===== src/rtl/decodePkg.sv =====
// Decode stage shared definitions
// Field widths, opcode map, ALU and source encodings,
// control bundle, ID/EX bundle and writeback port bundle

package decodePkg;

   ////////////////////////////////////////
   // Plain field types
   ////////////////////////////////////////
   typedef logic [15:0] word_t;
   typedef logic [2:0]  regIdx_t;
   typedef logic [4:0]  opcode_t;
   typedef logic [2:0]  aluOp_t;
   typedef logic [1:0]  bSrc_t;
   typedef logic [1:0]  regSrc_t;
   // Top bit flags a branch, low bits pick the condition
   typedef logic [2:0]  brType_t;

   // Register file depth and the link register
   localparam int      NumRegs = 8;
   localparam regIdx_t LinkReg = 3'd7;

   ////////////////////////////////////////
   // Opcode map, instruction bits 15 to 11
   ////////////////////////////////////////
   localparam opcode_t OpHalt   = 5'b00000;
   localparam opcode_t OpNop    = 5'b00001;
   localparam opcode_t OpJ      = 5'b00100;
   localparam opcode_t OpJr     = 5'b00101;
   localparam opcode_t OpJal    = 5'b00110;
   localparam opcode_t OpJalr   = 5'b00111;
   localparam opcode_t OpAddi   = 5'b01000;
   localparam opcode_t OpSubi   = 5'b01001;
   localparam opcode_t OpXori   = 5'b01010;
   localparam opcode_t OpAndni  = 5'b01011;
   localparam opcode_t OpBeqz   = 5'b01100;
   localparam opcode_t OpBnez   = 5'b01101;
   localparam opcode_t OpBltz   = 5'b01110;
   localparam opcode_t OpBgez   = 5'b01111;
   localparam opcode_t OpSt     = 5'b10000;
   localparam opcode_t OpLd     = 5'b10001;
   localparam opcode_t OpSlbi   = 5'b10010;
   localparam opcode_t OpStu    = 5'b10011;
   localparam opcode_t OpLbi    = 5'b11000;
   localparam opcode_t OpBtr    = 5'b11001;
   // Register shifts and register arithmetic, refined by func
   localparam opcode_t OpShiftR = 5'b11010;
   localparam opcode_t OpArithR = 5'b11011;
   localparam opcode_t OpSeq    = 5'b11100;
   localparam opcode_t OpSlt    = 5'b11101;
   localparam opcode_t OpSle    = 5'b11110;
   localparam opcode_t OpSco    = 5'b11111;

   // ALU operation select
   localparam aluOp_t AluRol = 3'b000;
   localparam aluOp_t AluSll = 3'b001;
   localparam aluOp_t AluRor = 3'b010;
   localparam aluOp_t AluSrl = 3'b011;
   localparam aluOp_t AluAdd = 3'b100;
   localparam aluOp_t AluAnd = 3'b101;
   localparam aluOp_t AluXor = 3'b111;

   // B input and writeback sources
   localparam bSrc_t   BSrcReg    = 2'd0;
   localparam bSrc_t   BSrcImm5   = 2'd1;
   localparam bSrc_t   BSrcImm8   = 2'd2;
   localparam bSrc_t   BSrcSlbi   = 2'd3;
   localparam regSrc_t RegSrcLink = 2'd0;
   localparam regSrc_t RegSrcMem  = 2'd1;
   localparam regSrc_t RegSrcAlu  = 2'd2;
   localparam regSrc_t RegSrcB    = 2'd3;

   ////////////////////////////////////////
   // Bundles
   ////////////////////////////////////////
   typedef struct packed {
      logic    immSrc;
      logic    aluJump;
      logic    invA;
      logic    invB;
      logic    carryIn;
      logic    signedOp;
      brType_t brType;
      aluOp_t  aluOp;
      bSrc_t   bSrc;
      regSrc_t regSrc;
      logic    regWrite;
      logic    memWrite;
      logic    memEnable;
   } ctrl_t;

   typedef struct packed {
      logic    valid;
      word_t   pc;
      word_t   instruction;
      ctrl_t   ctrl;
      word_t   regA;
      word_t   regB;
      word_t   imm5;
      word_t   imm8;
      word_t   imm11;
      word_t   slbiValue;
      regIdx_t destReg;
   } idEx_t;

   // Writeback port into the register file
   typedef struct packed {
      logic    valid;
      regIdx_t regIdx;
      word_t   data;
   } wb_t;

endpackage


===== src/rtl/controlDecoder.sv =====
// Control decoder
// Turns the opcode, plus func for the register ALU groups,
// into the execute, memory and writeback control bundle

`timescale 1ns/1ps

module controlDecoder (
   input  decodePkg::opcode_t opcode,
   input  logic [1:0]         func,
   output decodePkg::ctrl_t   ctrl
);

   ////////////////////////////////////////
   // Opcode class flags
   ////////////////////////////////////////
   logic isHaltNop;
   logic isBranch;
   logic isImmAlu;
   logic isImmShift;
   logic isRegAlu;
   logic isRegShift;
   logic isCompare;
   logic isMem;

   // Raw ALU select before folding, per the three group scheme
   decodePkg::aluOp_t aluSel;

   // Halt and nop share the top four bits
   assign isHaltNop  = (opcode[4:1] == 4'b0000);
   assign isBranch   = (opcode[4:2] == 3'b011);
   // ADDI SUBI XORI ANDNI
   assign isImmAlu   = (opcode[4:2] == 3'b010);
   // ROLI SLLI RORI SRLI
   assign isImmShift = (opcode[4:2] == 3'b101);
   assign isRegAlu   = (opcode == decodePkg::OpArithR);
   assign isRegShift = (opcode == decodePkg::OpShiftR);
   // SEQ SLT SLE SCO
   assign isCompare  = (opcode[4:2] == 3'b111);
   // SLBI sits in the same quadrant but never touches memory
   assign isMem      = (opcode == decodePkg::OpSt) || (opcode == decodePkg::OpLd) ||
                       (opcode == decodePkg::OpStu);

   // Group select
   always_comb begin
      if (isRegAlu || isRegShift) begin
         aluSel = {opcode[0], func};
      end else if (isImmShift) begin
         aluSel = {1'b0, opcode[1:0]};
      end else if (isImmAlu) begin
         aluSel = {1'b1, opcode[1:0]};
      end else begin
         aluSel = decodePkg::AluAdd;
      end
   end

   ////////////////////////////////////////
   // Control bundle
   ////////////////////////////////////////
   always_comb begin
      // PC control
      ctrl.immSrc  = (opcode == decodePkg::OpJ) || (opcode == decodePkg::OpJal);
      ctrl.aluJump = (opcode == decodePkg::OpJr) || (opcode == decodePkg::OpJalr);

      // Memory control
      ctrl.memEnable = isMem;
      ctrl.memWrite  = (opcode == decodePkg::OpSt) || (opcode == decodePkg::OpStu);

      // No register result for these
      ctrl.regWrite = !(isHaltNop || isBranch || (opcode == decodePkg::OpJ) ||
                        (opcode == decodePkg::OpJr) || (opcode == decodePkg::OpSt));

      // Writeback source
      if ((opcode == decodePkg::OpLbi) || (opcode == decodePkg::OpSlbi)) begin
         ctrl.regSrc = decodePkg::RegSrcB;
      end else if (opcode == decodePkg::OpLd) begin
         ctrl.regSrc = decodePkg::RegSrcMem;
      end else if (isHaltNop || (opcode == decodePkg::OpJal) ||
                   (opcode == decodePkg::OpJalr)) begin
         ctrl.regSrc = decodePkg::RegSrcLink;
      end else begin
         ctrl.regSrc = decodePkg::RegSrcAlu;
      end

      // Subtract forms flip A, SUB is func 01
      ctrl.invA = (opcode == decodePkg::OpSubi) || (isRegAlu && (func == 2'b01));
      // ANDN forms and the compares flip B, ANDN is func 11
      ctrl.invB = (opcode == decodePkg::OpAndni) || (isRegAlu && (func == 2'b11)) ||
                  (isCompare && (opcode != decodePkg::OpSco));
      ctrl.carryIn = ctrl.invA || ctrl.invB;

      // B input source
      if (isRegAlu || isRegShift || isCompare) begin
         ctrl.bSrc = decodePkg::BSrcReg;
      end else if (isImmAlu || isImmShift || isMem) begin
         ctrl.bSrc = decodePkg::BSrcImm5;
      end else if (opcode == decodePkg::OpSlbi) begin
         ctrl.bSrc = decodePkg::BSrcSlbi;
      end else begin
         ctrl.bSrc = decodePkg::BSrcImm8;
      end

      // Branch condition straight from the opcode low bits
      ctrl.brType = isBranch ? {1'b1, opcode[1:0]} : 3'b000;

      // Fold the raw select, SUB rides on add and ANDN on and
      if (isHaltNop) begin
         ctrl.aluOp = '0;
      end else begin
         case (aluSel)
            3'b100, 3'b101: ctrl.aluOp = decodePkg::AluAdd;
            3'b110:         ctrl.aluOp = decodePkg::AluXor;
            3'b111:         ctrl.aluOp = decodePkg::AluAnd;
            default:        ctrl.aluOp = aluSel;
         endcase
      end

      // Overflow only matters for the signed arithmetic
      ctrl.signedOp = !(isHaltNop || (opcode == decodePkg::OpSco));
   end

   // A store must also enable memory
   always_comb begin
      memWriteNeedsEnable: assert final (!ctrl.memWrite || ctrl.memEnable)
         else $error("memWrite without memEnable for opcode %05b", opcode);
   end

endmodule


===== src/rtl/decodeStage.sv =====
// Instruction decode stage
// Decodes the control bundle, reads both operands, builds the
// immediates and the destination index, then registers the
// whole set into the ID/EX bundle one cycle later

`timescale 1ns/1ps

module decodeStage #(
   parameter bit BypassWrite = 1'b1
) (
   input  logic             clk,
   input  logic             reset,
   input  logic             instrValid,
   input  decodePkg::word_t instruction,
   input  decodePkg::word_t pc,
   input  decodePkg::wb_t   wb,
   output decodePkg::idEx_t idEx
);

   ////////////////////////////////////////
   // Internal signals
   ////////////////////////////////////////
   decodePkg::opcode_t opcode;
   decodePkg::ctrl_t   ctrl;
   decodePkg::word_t   regA;
   decodePkg::word_t   regB;
   decodePkg::word_t   imm5;
   decodePkg::word_t   imm8;
   decodePkg::word_t   imm11;
   decodePkg::word_t   slbiValue;
   decodePkg::regIdx_t destReg;
   decodePkg::idEx_t   idExNext;

   // XORI and ANDNI take their immediates unsigned
   logic zeroExt;

   assign opcode = instruction[15:11];

   ////////////////////////////////////////
   // Control and operands
   ////////////////////////////////////////
   controlDecoder ctrlDec (
      .opcode (opcode),
      .func   (instruction[1:0]),
      .ctrl   (ctrl)
   );

   // Rs in bits 10 to 8, Rt in bits 7 to 5
   registerFile #(
      .BypassWrite (BypassWrite)
   ) regFile (
      .clk       (clk),
      .reset     (reset),
      .readIdxA  (instruction[10:8]),
      .readIdxB  (instruction[7:5]),
      .wb        (wb),
      .readDataA (regA),
      .readDataB (regB)
   );

   ////////////////////////////////////////
   // Immediates
   ////////////////////////////////////////
   assign zeroExt = (opcode == decodePkg::OpXori) || (opcode == decodePkg::OpAndni);

   assign imm5 = zeroExt ? {11'h000, instruction[4:0]} :
                           {{11{instruction[4]}}, instruction[4:0]};
   assign imm8 = zeroExt ? {8'h00, instruction[7:0]} :
                           {{8{instruction[7]}}, instruction[7:0]};
   // Jump offsets are always signed
   assign imm11 = {{5{instruction[10]}}, instruction[10:0]};

   // Shift the old low byte up, new byte goes underneath
   assign slbiValue = {regA[7:0], instruction[7:0]};

   ////////////////////////////////////////
   // Destination register
   ////////////////////////////////////////
   always_comb begin
      if ((opcode == decodePkg::OpJal) || (opcode == decodePkg::OpJalr)) begin
         // Link always lands in R7
         destReg = decodePkg::LinkReg;
      end else if ((opcode == decodePkg::OpArithR) || (opcode == decodePkg::OpShiftR) ||
                   (opcode[4:2] == 3'b111)) begin
         // R format, Rd in bits 4 to 2
         destReg = instruction[4:2];
      end else if ((opcode[4:2] == 3'b010) || (opcode[4:2] == 3'b101) ||
                   (opcode == decodePkg::OpLd) || (opcode == decodePkg::OpBtr)) begin
         // Immediate ALU and shift forms, LD and BTR
         destReg = instruction[7:5];
      end else begin
         // LBI, SLBI, STU and everything that never writes
         destReg = instruction[10:8];
      end
   end

   ////////////////////////////////////////
   // ID/EX register
   ////////////////////////////////////////
   always_comb begin
      idExNext.valid       = instrValid;
      idExNext.pc          = pc;
      idExNext.instruction = instruction;
      idExNext.ctrl        = ctrl;
      idExNext.regA        = regA;
      idExNext.regB        = regB;
      idExNext.imm5        = imm5;
      idExNext.imm8        = imm8;
      idExNext.imm11       = imm11;
      idExNext.slbiValue   = slbiValue;
      idExNext.destReg     = destReg;
   end

   // Whole bundle clears so downstream sees zeros after reset
   always_ff @(posedge clk) begin
      if (reset) begin
         idEx <= '0;
      end else begin
         idEx <= idExNext;
      end
   end

   // Every valid output traces back to a strobe one edge earlier
   validFollowsStrobe: assert property (
      @(posedge clk) disable iff (reset)
      idEx.valid |-> $past(instrValid)
   ) else $error("idEx.valid without an instruction strobe on the previous edge");

endmodule


===== src/rtl/registerFile.sv =====
// Register file
// Eight 16-bit registers, two combinational read ports,
// one write port from writeback, optional same-cycle bypass

`timescale 1ns/1ps

module registerFile #(
   parameter bit BypassWrite = 1'b1
) (
   input  logic               clk,
   input  logic               reset,
   input  decodePkg::regIdx_t readIdxA,
   input  decodePkg::regIdx_t readIdxB,
   input  decodePkg::wb_t     wb,
   output decodePkg::word_t   readDataA,
   output decodePkg::word_t   readDataB
);

   // Architectural registers
   decodePkg::word_t regs [decodePkg::NumRegs];

   // Same-cycle write hits on each read port
   logic bypassA;
   logic bypassB;

   ////////////////////////////////////////
   // Write port
   ////////////////////////////////////////
   always_ff @(posedge clk) begin
      if (reset) begin
         for (int i = 0; i < decodePkg::NumRegs; i++) begin
            regs[i] <= '0;
         end
      end else if (wb.valid) begin
         regs[wb.regIdx] <= wb.data;
      end
   end

   ////////////////////////////////////////
   // Read ports
   ////////////////////////////////////////
   // Hit only when bypass is built in and the write targets that index
   assign bypassA = BypassWrite && wb.valid && (wb.regIdx == readIdxA);
   assign bypassB = BypassWrite && wb.valid && (wb.regIdx == readIdxB);

   assign readDataA = bypassA ? wb.data : regs[readIdxA];
   assign readDataB = bypassB ? wb.data : regs[readIdxB];

   // Writeback must carry clean data into the array
   wbDataKnown: assert property (
      @(posedge clk) disable iff (reset)
      wb.valid |-> !$isunknown(wb.data)
   ) else $error("writeback to R%0d with unknown data", wb.regIdx);

endmodule


===== config.mk =====
export PLATFORM = sky130hd
export DESIGN_NAME = decodeStage
export DESIGN_NICKNAME = d
export VERILOG_FILES = /design/src/rtl/decodePkg.sv /design/src/rtl/controlDecoder.sv /design/src/rtl/decodeStage.sv /design/src/rtl/registerFile.sv
export SDC_FILE = /design/constraint.sdc
export NUM_CORES = 1
export LEC_CHECK = 0
export ABC_AREA = 1
export BUFFER_PORTS_ARGS = -buffer_cell sky130_fd_sc_hd__buf_2
export CORE_MARGIN = 3
export CORE_UTILIZATION = 56
export DETAILED_ROUTE_END_ITERATION = 12
export GPL_TIMING_DRIVEN = 0
export HOLD_SLACK_MARGIN = 0.15
export PLACE_DENSITY = 0.81
export REMOVE_ABC_BUFFERS = 1
export SLEW_MARGIN = 20
export SYNTH_ARGS = -nofsm -noshare
export SYNTH_HDL_FRONTEND = slang
export SYNTH_SLANG_ARGS = --single-unit

===== constraint.sdc =====
create_clock -name clk -period 2.1 [get_ports clk]
set_clock_uncertainty 0.1 [all_clocks]
set_input_delay 0.42 -clock clk [delete_from_list [all_inputs] [get_ports clk]]
set_output_delay 0.42 -clock clk [all_outputs]
set_load 0.01 [all_outputs]

==> results.py <==
metrics = {
    "final_layout": {
        "final_area_um2": 12300,
        "fin_nets": 1482,
        "area_growth_pct": 18.4,
        "drive_gt1_frac": 0.192,
        "multi_input_comb_area_um2": 3930,
        "antenna_cells": 0,
        "nFillCells": 1363,
        "fin_cells": 1672,
        "final_util": 0.681,
        "seqCellArea_um2": 5630,
    },
    "timing": {
        "fin_crit_sh": 0.960,
        "setup_viol": 0,
        "hold_viol": 0,
        "drv_slew": 0,
        "timing.hold.ws_ns": 0.193,
        "worst_pin_slew_ns": 0.758,
        "fmax_mhz": 496,
        "rsz0062_at_grt": "false",
        "slew_headroom": 0.495,
        "finalCriticalPeriod_ns": 2.02,
        "tns_ns": 0,
    },
    "logic_synthesis": {
        "yosys-top-cells-count": "nand2_1 (347), nor2_1 (245), nand3_1 (151), edfxtp_1 (128), dfxtp_1 (89)",
        "synth_area_um2": 10400,
        "synth-edff-count": 128,
        "yosysUniqueCellTypes": 30,
        "synthArstFlopShare": 0,
        "syn_avg_cell_area_um2": 8.06,
        "ys.flop_type": "edfxtp_1",
        "yosysTopAreaCellShare": 0.369,
        "ys_seq_area_frac": 0.541,
        "ys_ff_latch": 217,
        "synthCells": 1291,
        "ys_warn_count": 0,
        "yosysMostFrequentCell": "nand2_1",
        "post_synth_main_area_contributors": "edfxtp_1 (37%), dfxtp_1 (17%), nand2_1 (13%)",
        "synth_top_area_cell": "edfxtp_1",
    },
    "clock_tree": {
        "cts_max_path_buffers": 3,
        "cts_max_level": 1,
        "cts_tree": "built",
        "clkSlewWorstSetupHoldPaths_ns": 0.06,
        "cts_sinks": 217,
        "root_buffer": "clkbuf_16",
        "worstSkewPairLatency_ns": 0.51,
        "cts_made_buffers": 22,
    },
    "critical_path": {
        "crit_required_ns": 2.21,
        "crit_type": "input port to flip-flop",
        "crit_arrival_ns": 2.13,
        "startpoint": "reset",
        "crit_path_max_fanout": 48,
        "worst-r2r-cell-count": 6,
        "start_kind": "input port",
        "cp-end-kind": "flip-flop",
        "endpoint": "regFile.regs[0][8]",
        "r2r_end": "idEx[83]",
        "reg2reg_from": "regFile.regs[7][0]",
        "rrSetupSlack_ns": 0.80,
    },
    "placement": {
        "placed_cell_area_um2": 10900,
        "portBuffers": 205,
        "place_inst": 1589,
        "post-dp-hpwl_um": 16900,
        "gp_congestion": 0.847,
    },
    "routing": {
        "drtAntennaViolNets": 0,
        "wl_um": 31900,
        "num_vias": 9801,
        "wl_per_cell_um": 19.1,
        "drt_pass1_iterations": 6,
        "dr.first_iter.drc_count": 1448,
        "viasPerCell": 5.86,
        "drt_drc_violations_left": 0,
    },
    "run_status": {
        "status": "complete, no violations",
    },
    "global_route": {
        "grt_pass1_vias": 9272,
        "grt_pass1_wl_um": 47400,
        "grt_overflow": 0,
        "grt_max_degree": 68,
        "antenna_found_initial": 0,
        "track_usage": 0.296,
    },
    "die": {
        "die_area_um2": 20300,
        "io_pins": 206,
        "die_h_um": 142,
        "die_w_um": 142,
        "start_util": 0.575,
        "core_um2": 18100,
        "row_count": 49,
    },
    "pwr": {
        "vdd_ir_drop_max_mv": 0.731,
        "p_per_area_nw_per_um2": 829,
        "p_leak_uw": 0.00578,
    },
    "worst_hold_path": {
        "hold_class": "input port to flip-flop",
    },
    "flow_run": {
        "cap_violations": 0,
    },
}
==> metrics by stage <==
step / setup WS [ns] / power, uW
after floorplan: -0.392 / 5670
after global placement: -2.68 / 6240
after global routing: 0.0104 / 10500
after detailed placement: -2.33 / 6280
final: 0.0834 / 10200
after CTS: -0.111 / 10200
==> report_power, final <==
| group | internal [uW] | switching [uW] | leakage [uW] |
|---|---|---|---|
| registers | 4780 | 125 | 0.00197 |
| clock network | 2270 | 1600 | 0.000354 |
| logic | 476 | 969 | 0.00346 |
==> flip-flops by register name (all words and copies together) (netlist names) <==
| register | count |
|---|---|
| idEx | 89 |
| regFile.regs | 128 |
==> logic make-up (layout without fill, tap and decap cells) <==
logic type             Yosys count  after routing  share of synthesized area
AO/OA/AOI/OAI                   91             91                     0.0458
XOR/XNOR                         2              2                    0.00349
buffers and inverters          201            352                      0.102
flip-flops                     217            217                      0.541
AND/OR/NAND/NOR                780            781                      0.308
==> cell usage in the layout, fill, tap and decap left out, types with 7 or more instances in the layout <==
cell type      synthesis  routed
a21oi_1               63      63
buf_2                 47     200
clkbuf_1              17       7
clkbuf_16              0      24
clkinv_1              18      17
dfxtp_1               89      89
dlygate4sd3_1          0      40
edfxtp_1             128     128
inv_1                 41      39
nand2_1              347     331
nand2_4                0      12
nand3_1              151     151
nand4_1               20      20
nor2_1               245     244
nor3_1                10      10
o21ai_0               22      22
==> critical path, stage by stage <==
cell and delay (ns):
buf_6 0.35, clkinv_16 0.27, nand2_1 0.35, nor2_4 0.12
nand2_4 0.33, nand2_8 0.22
==> worst min-delay path by stage <==
stage	startpoint	endpoint	slack (ns)	depth (start not counted)
after floorplan	reset	idEx[0]	0.39	1
after global placement	pc[14]	idEx[148]	0.52	3
after detailed placement	pc[12]	idEx[146]	0.53	3
after CTS	instruction[14]	idEx[132]	0.17	3
after global routing	reset	idEx[134]	0.21	2
final	instruction[14]	idEx[132]	0.19	3
==> metal layers <==
metal | GRT usage | up-vias | wire length, um
li1 | - | 4414 | -
met1 | 0.364 | 4510 | 11100
met2 | 0.508 | 764 | 15400
met3 | 0.0528 | 113 | 4160
met4 | 0.140 | 0 | 1260
met5 | 0 | - | 0
==> what timing repair did <==
action,4_1_cts,5_1_grt
endpoints found under the hold margin,45,0
hold buffers,40,0
setup endpoints to repair,288,173
cloned,0,1
resized for setup,42,22
buffers inserted,2,0
pin swaps,1,1
==> layout make-up <==
class	instances	area share
flip-flops and latches	217	0.457
multi-input cells	874	0.319
repair buffers	247	0.120
clock buffers	37	0.0569
inverters	65	0.0236
well taps	229	0.0233
clock inverters	3	0.00122
No activity file was read; power rests on OpenSTA's default activity.
